<file path="config.mk">
export PLATFORM = sky130hd
export DESIGN_NAME = pipe_ctrl_top
export DESIGN_NICKNAME = d
export VERILOG_FILES = /design/src/hw/pipe_ctrl_pkg.sv /design/src/hw/fetch_pc_unit.sv /design/src/hw/pipe_ctrl_top.sv /design/src/hw/stage3_hazard_unit.sv /design/src/hw/trap_cause_encoder.sv
export SDC_FILE = /design/constraint.sdc
export NUM_CORES = 1
export LEC_CHECK = 0
export BUFFER_PORTS_ARGS = -buffer_cell sky130_fd_sc_hd__buf_2
export CAP_MARGIN = 0
export CORE_MARGIN = 2
export CORE_UTILIZATION = 35
export CTS_BUF_LIST = sky130_fd_sc_hd__clkbuf_4 sky130_fd_sc_hd__clkbuf_8
export DETAILED_ROUTE_END_ITERATION = 16
export PLACE_DENSITY_LB_ADDON = 0.3
export RECOVER_POWER = 100
export SLEW_MARGIN = 5
export SYNTH_ARGS = -nofsm -noshare
export SYNTH_HDL_FRONTEND = slang
export SYNTH_HIERARCHICAL = 1
export SYNTH_SLANG_ARGS = --single-unit
</file>
<file path="constraint.sdc">
create_clock -name clk -period 6.1 [get_ports clk]
set_clock_uncertainty 0.05 [all_clocks]
set_input_delay 0.61 -clock clk [delete_from_list [all_inputs] [get_ports clk]]
set_output_delay 0.61 -clock clk [all_outputs]
set_load 0.1 [all_outputs]
</file>
<file path="src/hw/pipe_ctrl_pkg.sv">
// --------------------
// pipeline control package
// word and register index types, reset pc, trap cause
// and next-pc source encodings for the 3-stage core
// --------------------
package pipe_ctrl_pkg;

    typedef logic [31:0] word_t;     // pcs and addresses
    typedef logic [4:0]  reg_addr_t; // x0 means no destination

    // boot address of the fetch pc
    localparam word_t RESET_PC = 32'h0000_0200;

    // sequential fetch step, rv32i only so always one word
    localparam word_t INSN_BYTES = 32'd4;

    // mcause exception codes (interrupt bit travels separately)
    typedef enum logic [3:0] {
        insn_misaligned  = 4'd0,
        insn_fault       = 4'd1,
        illegal_insn     = 4'd2,
        breakpoint       = 4'd3,
        load_misaligned  = 4'd4,
        load_fault       = 4'd5,
        store_misaligned = 4'd6,
        store_fault      = 4'd7,
        env_call         = 4'd11  // ecall from m-mode
    } trap_cause_e;

    // machine external interrupt shares code 11 with ecall,
    // trap_is_intr tells the two apart
    localparam trap_cause_e cause_m_ext_irq = env_call;

    // where the fetch pc comes from next cycle
    typedef enum logic [1:0] {
        src_seq      = 2'd0, // pc_f + 4
        src_branch   = 2'd1, // resolved branch or jump target
        src_priv     = 2'd2, // trap vector or xret target
        src_rollback = 2'd3  // refetch after fence.i, pc_e + 4
    } pc_src_e;

endpackage

</file>
<file path="src/hw/fetch_pc_unit.sv">
// --------------------
// fetch pc unit
// fetch program counter, holds when disabled and
// otherwise loads the redirect picked by pc_src
// --------------------
`timescale 1ns/10ps

module fetch_pc_unit (
    input  logic                   clk,
    input  logic                   reset,
    input  logic                   pc_en,         // from hazard unit
    input  pipe_ctrl_pkg::pc_src_e pc_src,
    input  pipe_ctrl_pkg::word_t   priv_pc,       // trap vector or return target
    input  pipe_ctrl_pkg::word_t   branch_target,
    input  pipe_ctrl_pkg::word_t   pc_e,
    output pipe_ctrl_pkg::word_t   pc_f
);

    pipe_ctrl_pkg::word_t seq_pc;
    pipe_ctrl_pkg::word_t refetch_pc;
    pipe_ctrl_pkg::word_t next_pc;

    assign seq_pc     = pc_f + pipe_ctrl_pkg::INSN_BYTES;
    assign refetch_pc = pc_e + pipe_ctrl_pkg::INSN_BYTES; // insn after the fence.i

    // next pc mux
    always_comb begin
        case (pc_src)
            pipe_ctrl_pkg::src_priv: begin
                next_pc = priv_pc;
            end
            pipe_ctrl_pkg::src_branch: begin
                next_pc = branch_target;
            end
            pipe_ctrl_pkg::src_rollback: begin
                next_pc = refetch_pc;
            end
            default: begin
                next_pc = seq_pc;  // src_seq
            end
        endcase
    end

    always_ff @(posedge clk) begin
        if (reset) begin
            pc_f <= pipe_ctrl_pkg::RESET_PC;
        end else if (pc_en) begin
            pc_f <= next_pc;
        end
    end

    // alignment is kept as long as every chosen target is aligned,
    // both on load and on hold
    property p_pc_aligned;
        @(posedge clk) disable iff (reset)
        (pc_f[1:0] == 2'b00 && next_pc[1:0] == 2'b00) |=> (pc_f[1:0] == 2'b00);
    endproperty
    a_pc_aligned : assert property (p_pc_aligned)
        else $error("pc_f lost word alignment");

endmodule

</file>
<file path="src/hw/pipe_ctrl_top.sv">
// --------------------
// pipeline control top
// hazard unit, trap cause encoder and fetch pc
// tied to the core's status and control ports
// --------------------
`timescale 1ns/10ps

module pipe_ctrl_top (
    input  logic                       clk,
    input  logic                       reset,
    // hazard inputs
    input  pipe_ctrl_pkg::reg_addr_t   rs1_e, rs2_e, rd_m,
    input  logic                       reg_write, dren, dwen, csr_read,
    input  logic                       jump, branch, mispredict,
    input  logic                       i_mem_busy, d_mem_busy, ex_busy,
    input  logic                       halt, fence_stall, ifence, ret,
    input  logic                       intr_pending, valid_e, valid_m,
    input  pipe_ctrl_pkg::word_t       pc_e, pc_m, branch_target,
    input  pipe_ctrl_pkg::word_t       priv_pc,
    input  logic                       insert_pc,
    input  pipe_ctrl_pkg::word_t       badaddr,
    // exception sources
    input  logic                       fault_insn, mal_insn, illegal_insn,
    input  logic                       fault_l, mal_l, fault_s, mal_s,
    input  logic                       breakpoint, env,
    // pipeline control
    output pipe_ctrl_pkg::word_t       pc_f,
    output logic                       if_ex_stall, if_ex_flush,
    output logic                       ex_mem_stall, ex_mem_flush,
    output logic                       suppress_iren, suppress_data,
    // trap report
    output logic                       trap_valid,
    output pipe_ctrl_pkg::trap_cause_e trap_cause,
    output logic                       trap_is_intr,
    output pipe_ctrl_pkg::word_t       trap_epc, trap_badaddr
);

    logic                   exception;  // encoder -> hazard unit
    logic                   intr_take;  // hazard unit -> encoder, pc unit
    logic                   pc_en;
    pipe_ctrl_pkg::pc_src_e pc_src;
    pipe_ctrl_pkg::word_t   epc;

    stage3_hazard_unit hazard_i (
        .clk, .reset,
        .rs1_e, .rs2_e, .rd_m, .reg_write, .dren, .dwen, .csr_read,
        .jump, .branch, .mispredict, .i_mem_busy, .d_mem_busy, .ex_busy,
        .halt, .fence_stall, .ifence, .ret, .insert_pc, .intr_pending,
        .exception, .valid_e, .valid_m, .pc_f, .pc_e, .pc_m,
        .if_ex_stall, .if_ex_flush, .ex_mem_stall, .ex_mem_flush,
        .suppress_iren, .suppress_data, .pc_en, .intr_take, .pc_src, .epc
    );

    trap_cause_encoder encoder_i (
        .clk, .reset,
        .fault_insn, .mal_insn, .illegal_insn, .fault_l, .mal_l,
        .fault_s, .mal_s, .breakpoint, .env, .intr_take,
        .epc, .badaddr, .exception,
        .trap_valid, .trap_cause, .trap_is_intr, .trap_epc, .trap_badaddr
    );

    fetch_pc_unit fetch_pc_i (
        .clk, .reset,
        .pc_en, .pc_src, .priv_pc, .branch_target, .pc_e,
        .pc_f
    );

endmodule

</file>
<file path="src/hw/stage3_hazard_unit.sv">
// --------------------
// stage3 hazard unit
// stall / flush control for the f/e and e/m registers,
// fetch pc enable and source, interrupt deferral and
// exception pc selection
// --------------------
`timescale 1ns/10ps

module stage3_hazard_unit (
    input  logic                     clk,   // assertions only
    input  logic                     reset, // assertions only
    // register dependencies
    input  pipe_ctrl_pkg::reg_addr_t rs1_e,
    input  pipe_ctrl_pkg::reg_addr_t rs2_e,
    input  pipe_ctrl_pkg::reg_addr_t rd_m,
    input  logic                     reg_write,
    input  logic                     dren,
    input  logic                     dwen,
    input  logic                     csr_read,
    // control flow
    input  logic                     jump,
    input  logic                     branch,
    input  logic                     mispredict,
    // slow units
    input  logic                     i_mem_busy,
    input  logic                     d_mem_busy,
    input  logic                     ex_busy,
    input  logic                     halt,
    input  logic                     fence_stall,
    input  logic                     ifence,
    // privileged events
    input  logic                     ret,
    input  logic                     insert_pc,
    input  logic                     intr_pending,
    input  logic                     exception,
    // stage occupancy and pcs
    input  logic                     valid_e,
    input  logic                     valid_m,
    input  pipe_ctrl_pkg::word_t     pc_f,
    input  pipe_ctrl_pkg::word_t     pc_e,
    input  pipe_ctrl_pkg::word_t     pc_m,
    // pipeline control
    output logic                     if_ex_stall,
    output logic                     if_ex_flush,
    output logic                     ex_mem_stall,
    output logic                     ex_mem_flush,
    output logic                     suppress_iren,
    output logic                     suppress_data,
    output logic                     pc_en,
    output logic                     intr_take,
    output pipe_ctrl_pkg::pc_src_e   pc_src,
    output pipe_ctrl_pkg::word_t     epc
);

    logic rs1_match;
    logic rs2_match;
    logic cannot_forward;
    logic mem_use_stall;
    logic dmem_access;
    logic wait_for_imem;
    logic wait_for_dmem;
    logic branch_jump;
    logic rollback;
    logic ex_flush_hazard;
    logic control_hazard;

    // data hazards, x0 never creates a dependency
    assign rs1_match      = (rs1_e == rd_m) && (rd_m != '0);
    assign rs2_match      = (rs2_e == rd_m) && (rd_m != '0);
    assign cannot_forward = dren || csr_read; // value only exists after mem stage
    assign mem_use_stall  = reg_write && cannot_forward && (rs1_match || rs2_match);

    // memory waits, ignored once the request is being suppressed
    assign dmem_access   = dren || dwen;
    assign wait_for_imem = i_mem_busy && !suppress_iren;
    assign wait_for_dmem = dmem_access && d_mem_busy && !suppress_data;

    assign branch_jump = jump || (branch && mispredict);

    // interrupt waits for an outstanding data access to finish,
    // exceptions always take priority
    assign intr_take = intr_pending && !exception && !wait_for_dmem;

    // fence.i redirects only once the cache flush is done
    assign rollback        = ifence && !fence_stall;
    assign ex_flush_hazard = exception || intr_take || ret || rollback;
    assign control_hazard  = ex_flush_hazard || branch_jump;

    // mem stage blocked, so everything behind it holds
    assign ex_mem_stall = wait_for_dmem
                       || fence_stall
                       || halt;

    assign if_ex_stall = ex_mem_stall                       // downstream held
                      || (ex_busy && !control_hazard)       // multicycle op, unless redirected
                      || mem_use_stall                      // load/csr result not forwardable
                      || fence_stall;

    // bubble into e when fetch lags but the rest moves on
    assign if_ex_flush = control_hazard
                      || (wait_for_imem && !ex_mem_stall);

    // bubble into m while e holds its instruction
    assign ex_mem_flush = control_hazard
                       || (if_ex_stall && !ex_mem_stall);

    // no new fetch request when a redirect is about to land
    assign suppress_iren = branch_jump || ex_flush_hazard || ret || insert_pc;
    assign suppress_data = exception; // keep the faulting access off the bus

    // pc moves when fetch can hand off, or on any forced redirect
    assign pc_en = (!if_ex_stall && !wait_for_imem)
                || branch_jump
                || ex_flush_hazard
                || insert_pc
                || ret;

    always_comb begin
        if (insert_pc) begin
            pc_src = pipe_ctrl_pkg::src_priv;     // trap entry / xret wins
        end else if (branch_jump) begin
            pc_src = pipe_ctrl_pkg::src_branch;
        end else if (rollback) begin
            pc_src = pipe_ctrl_pkg::src_rollback;
        end else begin
            pc_src = pipe_ctrl_pkg::src_seq;
        end
    end

    // oldest valid instruction is the one that traps;
    // an interrupt lets the m-stage insn retire unless it redirects
    assign epc = (valid_m && (!intr_take || branch_jump)) ? pc_m :
                 (valid_e ? pc_e : pc_f);

    // stalling e/m always stalls f/e as well
    property p_stall_order;
        @(posedge clk) disable iff (reset)
        ex_mem_stall |-> if_ex_stall;
    endproperty
    a_stall_order : assert property (p_stall_order)
        else $error("ex_mem_stall high while if_ex_stall low");

    // a held e/m register is only flushed by a redirect, never by
    // the bubble path of a f/e stall
    property p_flush_vs_stall;
        @(posedge clk) disable iff (reset)
        (ex_mem_stall && ex_mem_flush) |-> control_hazard;
    endproperty
    a_flush_vs_stall : assert property (p_flush_vs_stall)
        else $error("ex_mem_flush with ex_mem_stall and no control hazard");

endmodule

</file>
<file path="src/hw/trap_cause_encoder.sv">
// --------------------
// trap cause encoder
// priority-encodes exception sources into an mcause code
// and registers a one-cycle trap report for the priv unit
// --------------------
`timescale 1ns/10ps

module trap_cause_encoder (
    input  logic                       clk,
    input  logic                       reset,
    input  logic                       fault_insn,
    input  logic                       mal_insn,
    input  logic                       illegal_insn,
    input  logic                       fault_l,
    input  logic                       mal_l,
    input  logic                       fault_s,
    input  logic                       mal_s,
    input  logic                       breakpoint,
    input  logic                       env,
    input  logic                       intr_take,   // interrupt accepted this cycle
    input  pipe_ctrl_pkg::word_t       epc,
    input  pipe_ctrl_pkg::word_t       badaddr,
    output logic                       exception,   // any source active
    output logic                       trap_valid,
    output pipe_ctrl_pkg::trap_cause_e trap_cause,
    output logic                       trap_is_intr,
    output pipe_ctrl_pkg::word_t       trap_epc,
    output pipe_ctrl_pkg::word_t       trap_badaddr
);

    pipe_ctrl_pkg::trap_cause_e exc_cause;
    logic                       trap_taken;

    assign exception = fault_insn | mal_insn | illegal_insn
                     | fault_l | mal_l | fault_s | mal_s
                     | breakpoint | env;

    assign trap_taken = exception || intr_take;

    // fixed priority, highest first
    always_comb begin
        if (breakpoint) begin
            exc_cause = pipe_ctrl_pkg::breakpoint;
        end else if (fault_insn) begin
            exc_cause = pipe_ctrl_pkg::insn_fault;
        end else if (mal_insn) begin
            exc_cause = pipe_ctrl_pkg::insn_misaligned;
        end else if (illegal_insn) begin
            exc_cause = pipe_ctrl_pkg::illegal_insn;
        end else if (env) begin
            exc_cause = pipe_ctrl_pkg::env_call;
        end else if (mal_l) begin
            exc_cause = pipe_ctrl_pkg::load_misaligned;
        end else if (mal_s) begin
            exc_cause = pipe_ctrl_pkg::store_misaligned;
        end else if (fault_l) begin
            exc_cause = pipe_ctrl_pkg::load_fault;
        end else begin
            exc_cause = pipe_ctrl_pkg::store_fault; // only fault_s left
        end
    end

    // strobe plus cause, held until the next trap
    always_ff @(posedge clk) begin
        if (reset) begin
            trap_valid   <= 1'b0;
            trap_cause   <= pipe_ctrl_pkg::insn_misaligned;
            trap_is_intr <= 1'b0;
        end else begin
            trap_valid <= trap_taken; // single pulse, no back-pressure
            if (trap_taken) begin
                trap_cause   <= exception ? exc_cause : pipe_ctrl_pkg::cause_m_ext_irq;
                trap_is_intr <= !exception;
            end
        end
    end

    always_ff @(posedge clk) begin
        if (trap_taken) begin
            trap_epc     <= epc;
            trap_badaddr <= badaddr;
        end
    end

    // back-to-back pulses only when each cycle took its own trap
    property p_single_pulse;
        @(posedge clk) disable iff (reset)
        (trap_valid && $past(trap_valid)) |-> $past(trap_taken);
    endproperty
    a_single_pulse : assert property (p_single_pulse)
        else $error("trap_valid held without a new trap");

endmodule

</file>
### After elaboration in Yosys (flattened, before gate mapping)

Cells that the tools add are included.

| operators by class | value |
|---|---|
| equal/unequal tests | 5 |
| bitwise operators | 8 |
| reductions and logical operators | 48 |
| $add $sub $neg | 2 |
| multiplexer cells | 15 |

Operator list:

| cell | number |
|---|---|
| one-hot mux 32 bit (3 select lines) | 1 |
| adder 32 x 3 -> 32 bit (second input constant) | 2 |
| 2-to-1 mux 32 bit | 2 |
| 2-to-1 mux 4 bit | 8 |
| logical OR 1 bit | 22 |
| logical AND 1 bit | 16 |
| equality test 5 bit | 2 |
| logical NOT 1 bit | 9 |
| 2-to-1 mux 2 bit | 4 |
| bitwise OR 1 bit | 8 |
| nonzero test 5 bit | 1 |
| equality test 2 bit (second input constant) | 2 |
| equality test 2 x 1 -> 1 bit (second input constant) | 1 |

| storage, ports and cells | value |
|---|---|
| output and inout bits | 108 |
| logic and storage cells | 84 |
| bits in registers | 102 |

### Logic depth before layout (Yosys ltp)

| logic depth | value |
|---|---|
| depth in word-level cells | 27 |
| depth in mapped cells | 20 |

### Hierarchy

Netlist, hierarchy kept.

By module, submodules not included:

| module | area each (sq um) | times used | cells each | sequential area each (sq um) |
|---|---|---|---|---|
| fetch_pc_unit | 2960.3 | 1 | 403 | 640.6 |
| trap_cause_encoder | 2195.9 | 1 | 95 | 2042.0 |
| stage3_hazard_unit | 933.4 | 1 | 148 | 0.0 |

### Worst setup path after synthesis

Ideal clock, no wire load.

| path | value |
|---|---|
| kind | input-to-output |
| from | input breakpoint |
| to | output ex_mem_flush |
| data arrival time | 6.174 ns |
| path buffers | 0 |
| required time | 5.440 ns |
| cell stages on the path | 4 |
| path slack | -0.734 ns |
| cells stage by stage | or4_4 or3_2 o21ai_0 o21ai_0 |

RTL lines:

| element | line | RTL |
|---|---|---|
| from (decl) | pipe_ctrl_top.sv:25 | `input logic breakpoint, env,` |
| bitwise OR 1 bit * (2 in series) | trap_cause_encoder.sv:36 | `\| breakpoint \| env;` |
| net exception | pipe_ctrl_top.sv:38 | `logic exception;` |
| logical NOT 1 bit * | stage3_hazard_unit.sv:76 | `assign wait_for_dmem = dmem_access && d_mem_busy && !suppress_data;` |
| logical AND 1 bit * | stage3_hazard_unit.sv:76 |  |
| logical OR 1 bit * | stage3_hazard_unit.sv:91 | `\|\| fence_stall` |
| logical OR 1 bit * | stage3_hazard_unit.sv:92 | `\|\| halt;` |
| net ex_mem_stall | pipe_ctrl_top.sv:29 | `output logic ex_mem_stall, ex_mem_flush,` |
| logical OR 1 bit | stage3_hazard_unit.sv:95 | `\|\| (ex_busy && !control_hazard)` |
| logical OR 1 bit | stage3_hazard_unit.sv:96 | `\|\| mem_use_stall` |
| logical OR 1 bit | stage3_hazard_unit.sv:97 | `\|\| fence_stall;` |
| logical AND 1 bit * | stage3_hazard_unit.sv:105 | `\|\| (if_ex_stall && !ex_mem_stall);` |
| logical OR 1 bit * | stage3_hazard_unit.sv:105 |  |
| to (decl) | pipe_ctrl_top.sv:29 |  |

The timed path passes the listed nets; every way through them passes the cells marked *.

### Worst setup path in the final report

| path | value |
|---|---|
| from | input fault_l |
| to | register fetch_pc_i.pc_f[18] |

| on the way | value |
|---|---|
| word-level cells in the longest chain between the ends | 25 |

Ends and longest elaborated chain:

| element | line | RTL |
|---|---|---|
| from (decl) | pipe_ctrl_top.sv:24 | `input logic fault_l, mal_l, fault_s, mal_s,` |
| bitwise OR 1 bit * (4 in series) | trap_cause_encoder.sv:35 | `\| fault_l \| mal_l \| fault_s \| mal_s` |
| bitwise OR 1 bit * (2 in series) | trap_cause_encoder.sv:36 |  |
| logical NOT 1 bit | stage3_hazard_unit.sv:76, stage3_hazard_unit.sv:82 |  |
| logical AND 1 bit | stage3_hazard_unit.sv:76 |  |
| logical NOT 1 bit | stage3_hazard_unit.sv:82 | `assign intr_take = intr_pending && !exception && !wait_for_dmem;` |
| logical AND 1 bit | stage3_hazard_unit.sv:82 |  |
| logical OR 1 bit (3 in series) | stage3_hazard_unit.sv:86 | `assign ex_flush_hazard = exception \|\| intr_take \|\| ret \|\| rollback;` |
| logical OR 1 bit | stage3_hazard_unit.sv:87, stage3_hazard_unit.sv:108 |  |
| [... 4 more ...] | n/a |  |
| logical OR 1 bit | stage3_hazard_unit.sv:97 |  |
| logical NOT 1 bit | stage3_hazard_unit.sv:112 | `assign pc_en = (!if_ex_stall && !wait_for_imem)` |
| logical AND 1 bit | stage3_hazard_unit.sv:112 |  |
| logical OR 1 bit | stage3_hazard_unit.sv:113 | `\|\| branch_jump` |
| logical OR 1 bit * | stage3_hazard_unit.sv:114 | `\|\| ex_flush_hazard` |
| logical OR 1 bit * | stage3_hazard_unit.sv:115 | `\|\| insert_pc` |
| logical OR 1 bit * | stage3_hazard_unit.sv:116 | `\|\| ret;` |
| net pc_en | pipe_ctrl_top.sv:40 | `logic pc_en;` |
| to (signal assigned) | fetch_pc_unit.sv:46 | `pc_f <= pipe_ctrl_pkg::RESET_PC;` |
| to (signal assigned) | fetch_pc_unit.sv:48 | `pc_f <= next_pc;` |
| to (decl) | fetch_pc_unit.sv:16 | `output pipe_ctrl_pkg::word_t pc_f` |

Marks and branches as above.
A chain may end at the register's enable or synchronous reset.

==> summary.md <==
| Metric | Value |
|---|---|
| P_leak | ~3.2 nW |
| Dpl hpwl | between 15000 and 20000 µm |
| Tcrit/Tclk final | 0.7757 |
| Total track usage | 0.2230 |
| Most used DFF post-synth | edfxtp_1 |
| Violated checks | max-capacitance violations, max-slew violations |
| Core Region | ~17000 µm² |
| Worst Hold Path EP | encoder_i/trap_badaddr[28] |
| DR vias/cell | around 5.4 |
| ANT nets after route | 0 |
| Peak VDD IR | between 100 and 150 µV |
| Share of cells above drive strength 1 | 0.2620 |
| Nets | 1135 |
| HP Class | input pin to flip-flop |
| CP arrival | 4.97 ns |
| Fin. Hold Viols | 0 |
| Sequential share of power | 0.412 |
| Fillers | between 1500 and 2000 |
| Root Driver | clkbuf_8 |
| Clock sinks | around 100 |
| Fmax achieved | about 210 MHz |
| Vias | between 6000 and 7000 |
| Clock network power share | 0.211 |
| Gpl congestion | between 0.9 and 1 |
| Reg2reg path depth | 8 |
| Grt total ovfl | 0 |
| Outcome | complete, but fails checks |
| Required time worst endpoint | ~6.3 ns |
| DR pass1 iterations | 5 |
| Setup repair bufs after CTS | 0 |
| Reg-to-Reg End | fetch_pc_i/pc_f[18] |
| H-tree levels | 3 |
| CTS max path bufs | 2 |
| R2R setup slack | 3.09 ns |
| Switching share of power | 0.4490 |
| Vias in the first global route | 5809 |
| Combinational fraction of design power | 0.377 |
| Area grow syn2layout | 28.33% |
| Initial core utilization | 0.3545 |
| ANT cells | 0 |
| Fin crit period | about 4.7 ns |
| Synth cell types | 67 |
| Power per Cell Area | roughly 260 nW/µm² |
| Max Cap Violations | 3 |
| CTS tree | yes |
| DIE WIDTH | ~140 µm |
| Initial DRC Count | between 400 and 500 |
| Initial antenna violation count | 0 |
| Yosys warnings | 6 |
| Syn avg cell area | between 9 and 10 µm² |
| Wire length per cell | between 15 and 20 µm |
| Post-synth EDFFs | 64 |
| TNS Setup | 0 ns |
| Reg-to-Reg Start | fetch_pc_i/pc_f[2] |
| Internal Power | between 1 and 1.5 mW |
| # hold bufs at CTS | 0 |
| Setup Viol. Count Final | 0 |
| Drt total wl | 21320 µm |
| Mapped Area | slightly above 6000 µm² |
| Commonest non-fill, non-tap cell in the layout | buf_2 |
| Seq cells post-synth | roughly 100 |
| CP endpoint kind | flip-flop |
| Setup crit start kind | input pin |
| Final max-slew violation count | about 170 |
| DRC | 0 |
| Post-Syn Instances | 646 |
| First-pass GRT wire length | about 32000 µm |
| Die area | 18470 µm² |
| RSZ-0062 raised after global routing | false |
| Peak fanout along the critical path | 39 |
| Clock Latency Late Sink | 0.39 ns |
| Async S/R FF share, synth | 0 |
| I/O pin cnt | roughly 310 |
| Port buffer count | about 310 |
| WHS Path Cells | 1 |
| Slew @ Worst Pin | 2.854 ns |
| Post-cts resize count | 0 |
| CTS Buf Count | 9 |
| FP Rows | 48 |
| Final Power | around 2.0 mW |
| Commonest non-fill, non-tap cells in the layout | 199 x buf_2, 113 x clkbuf_1, 92 x nor2_1, 64 x edfxtp_1, 58 x mux2i_1 |
| HP Start | badaddr[28] |
| Slew headroom | -0.9030 |
| Largest net degree at the start of global routing | slightly below 70 |
| Syn nets | roughly 850 |
| NetSw | 0.9048 mW |
| Crit path kind | input pin to flip-flop |
| Sequential share of the synthesized area | 0.4405 |
| Chip height | around 140 µm |
| CTS clock-pin slew for the worst setup and hold paths | between 0.1 and 0.15 ns |
## metrics by stage
| step | cell area [µm²] | util | worst slack, ns | instances | hold WS [ns] |
|---|---|---|---|---|---|
| 4_1_cts | 7976 | 0.4644 | 2.151 | 1160 | 0.3109 |
| 3_3_place_gp | 7794 | 0.4537 | 1.823 | 1144 | 0.4281 |
| 2_1_floorplan | 6090 | - | 0.5490 | 646 | 0.6371 |
| 5_1_grt | 7815 | 0.4550 | 0.9085 | 1160 | 0.3112 |
| 3_5_place_dp | 7794 | 0.4537 | 1.745 | 1144 | 0.4304 |
| 6_report | 7815 | 0.4550 | 1.368 | 1160 | 0.3373 |
## worst max-delay path, cell delays in order
cell       delay, ns
buf_2           0.10
or4_1           0.60
or3_2           0.52
o21ai_0         0.43
a2111oi_0       0.11
or2_0           1.09
inv_1           0.41
buf_4           0.39
a221oi_1        0.14
o311ai_1        0.14
a21oi_1         0.11
a311oi_1        0.32
## cells in the mapped netlist (5+ instances only)
cell / instances / area, µm²
buf_4: 6 / 45.04
and3_1: 7 / 43.79
a211oi_1: 13 / 97.59
nor2b_1: 6 / 37.54
a221o_1: 8 / 80.08
nand2b_1: 6 / 37.54
mux2i_1: 58 / 580.6
nor2_1: 94 / 352.8
nand3_1: 21 / 105.1
mux2_2: 5 / 56.30
nand2_1: 46 / 172.7
or3_1: 6 / 37.54
a221oi_1: 15 / 131.4
nand4_1: 11 / 68.82
xor2_1: 6 / 52.55
dfxtp_1: 38 / 760.7
edfxtp_1: 64 / 1922
nor3_1: 16 / 80.08
a21oi_1: 47 / 235.2
clkbuf_1: 30 / 112.6
nor4_1: 9 / 56.30
o21ai_1: 6 / 30.03
o21ai_0: 20 / 100.1
xnor2_1: 12 / 105.1
buf_2: 11 / 55.05
## power by group through the flow
stage               logic [mW]  registers, mW  clock network [mW]
finish                   0.760          0.830               0.424
CTS                      0.777          0.829               0.446
global placement         0.771          0.844                   0
detailed placement       0.776          0.845                   0
global route             0.801          0.837               0.469
floorplan                0.193           1.24                   0
## cells by family (layout without fill, tap and decap cells)
kind of cell / Yosys count / after routing / share of synthesized area
simple gates: 251 / 251 / 0.2042
compound gates: 158 / 158 / 0.1779
flops: 102 / 102 / 0.4405
mux: 66 / 66 / 0.1126
buf+inv: 50 / 339 / 0.03678
xor+xnor: 18 / 18 / 0.02589
fa+ha+maj: 1 / 1 / 0.002054
## layer usage
metal,up-vias,global-route usage,wire length [µm]
met5,-,0,0
li1,3021,-,-
met3,30,0.03356,1653
met4,0,0.08102,522
met1,2912,0.2902,9072
met2,290,0.3757,10080
## sequential cells by signal (all words and copies together), names as in the netlist
register	flops
encoder_i/trap_cause	4
encoder_i/trap_badaddr	32
encoder_i/trap_valid	1
encoder_i/trap_is_intr	1
encoder_i/trap_epc	32
fetch_pc_i/pc_f	32
## worst max path at each step
stage                          start                   to  cells past startpoint
after CTS                     branch  fetch_pc_i/pc_f[18]                     14
after global placement    breakpoint  fetch_pc_i/pc_f[19]                     14
after floorplan           breakpoint         ex_mem_flush                      4
final                        fault_l  fetch_pc_i/pc_f[18]                     12
after detailed placement      branch  fetch_pc_i/pc_f[18]                     14
after global routing           mal_s  fetch_pc_i/pc_f[18]                     12
## area by class of cell
| class | count | area [µm²] | area share |
|---|---|---|---|
| Sequential cell | 102 | 2683 | 0.3433 |
| Clock buffer | 9 | 123.9 | 0.01585 |
| Timing Repair Buffer | 320 | 1480 | 0.1894 |
| Multi-Input combinational cell | 494 | 3177 | 0.4065 |
| Tap cell | 225 | 281.5 | 0.03602 |
| Inverter | 3 | 11.26 | 0.001441 |
| Clock inverter | 7 | 58.81 | 0.007525 |
No activity file was read; power rests on OpenSTA's default activity.
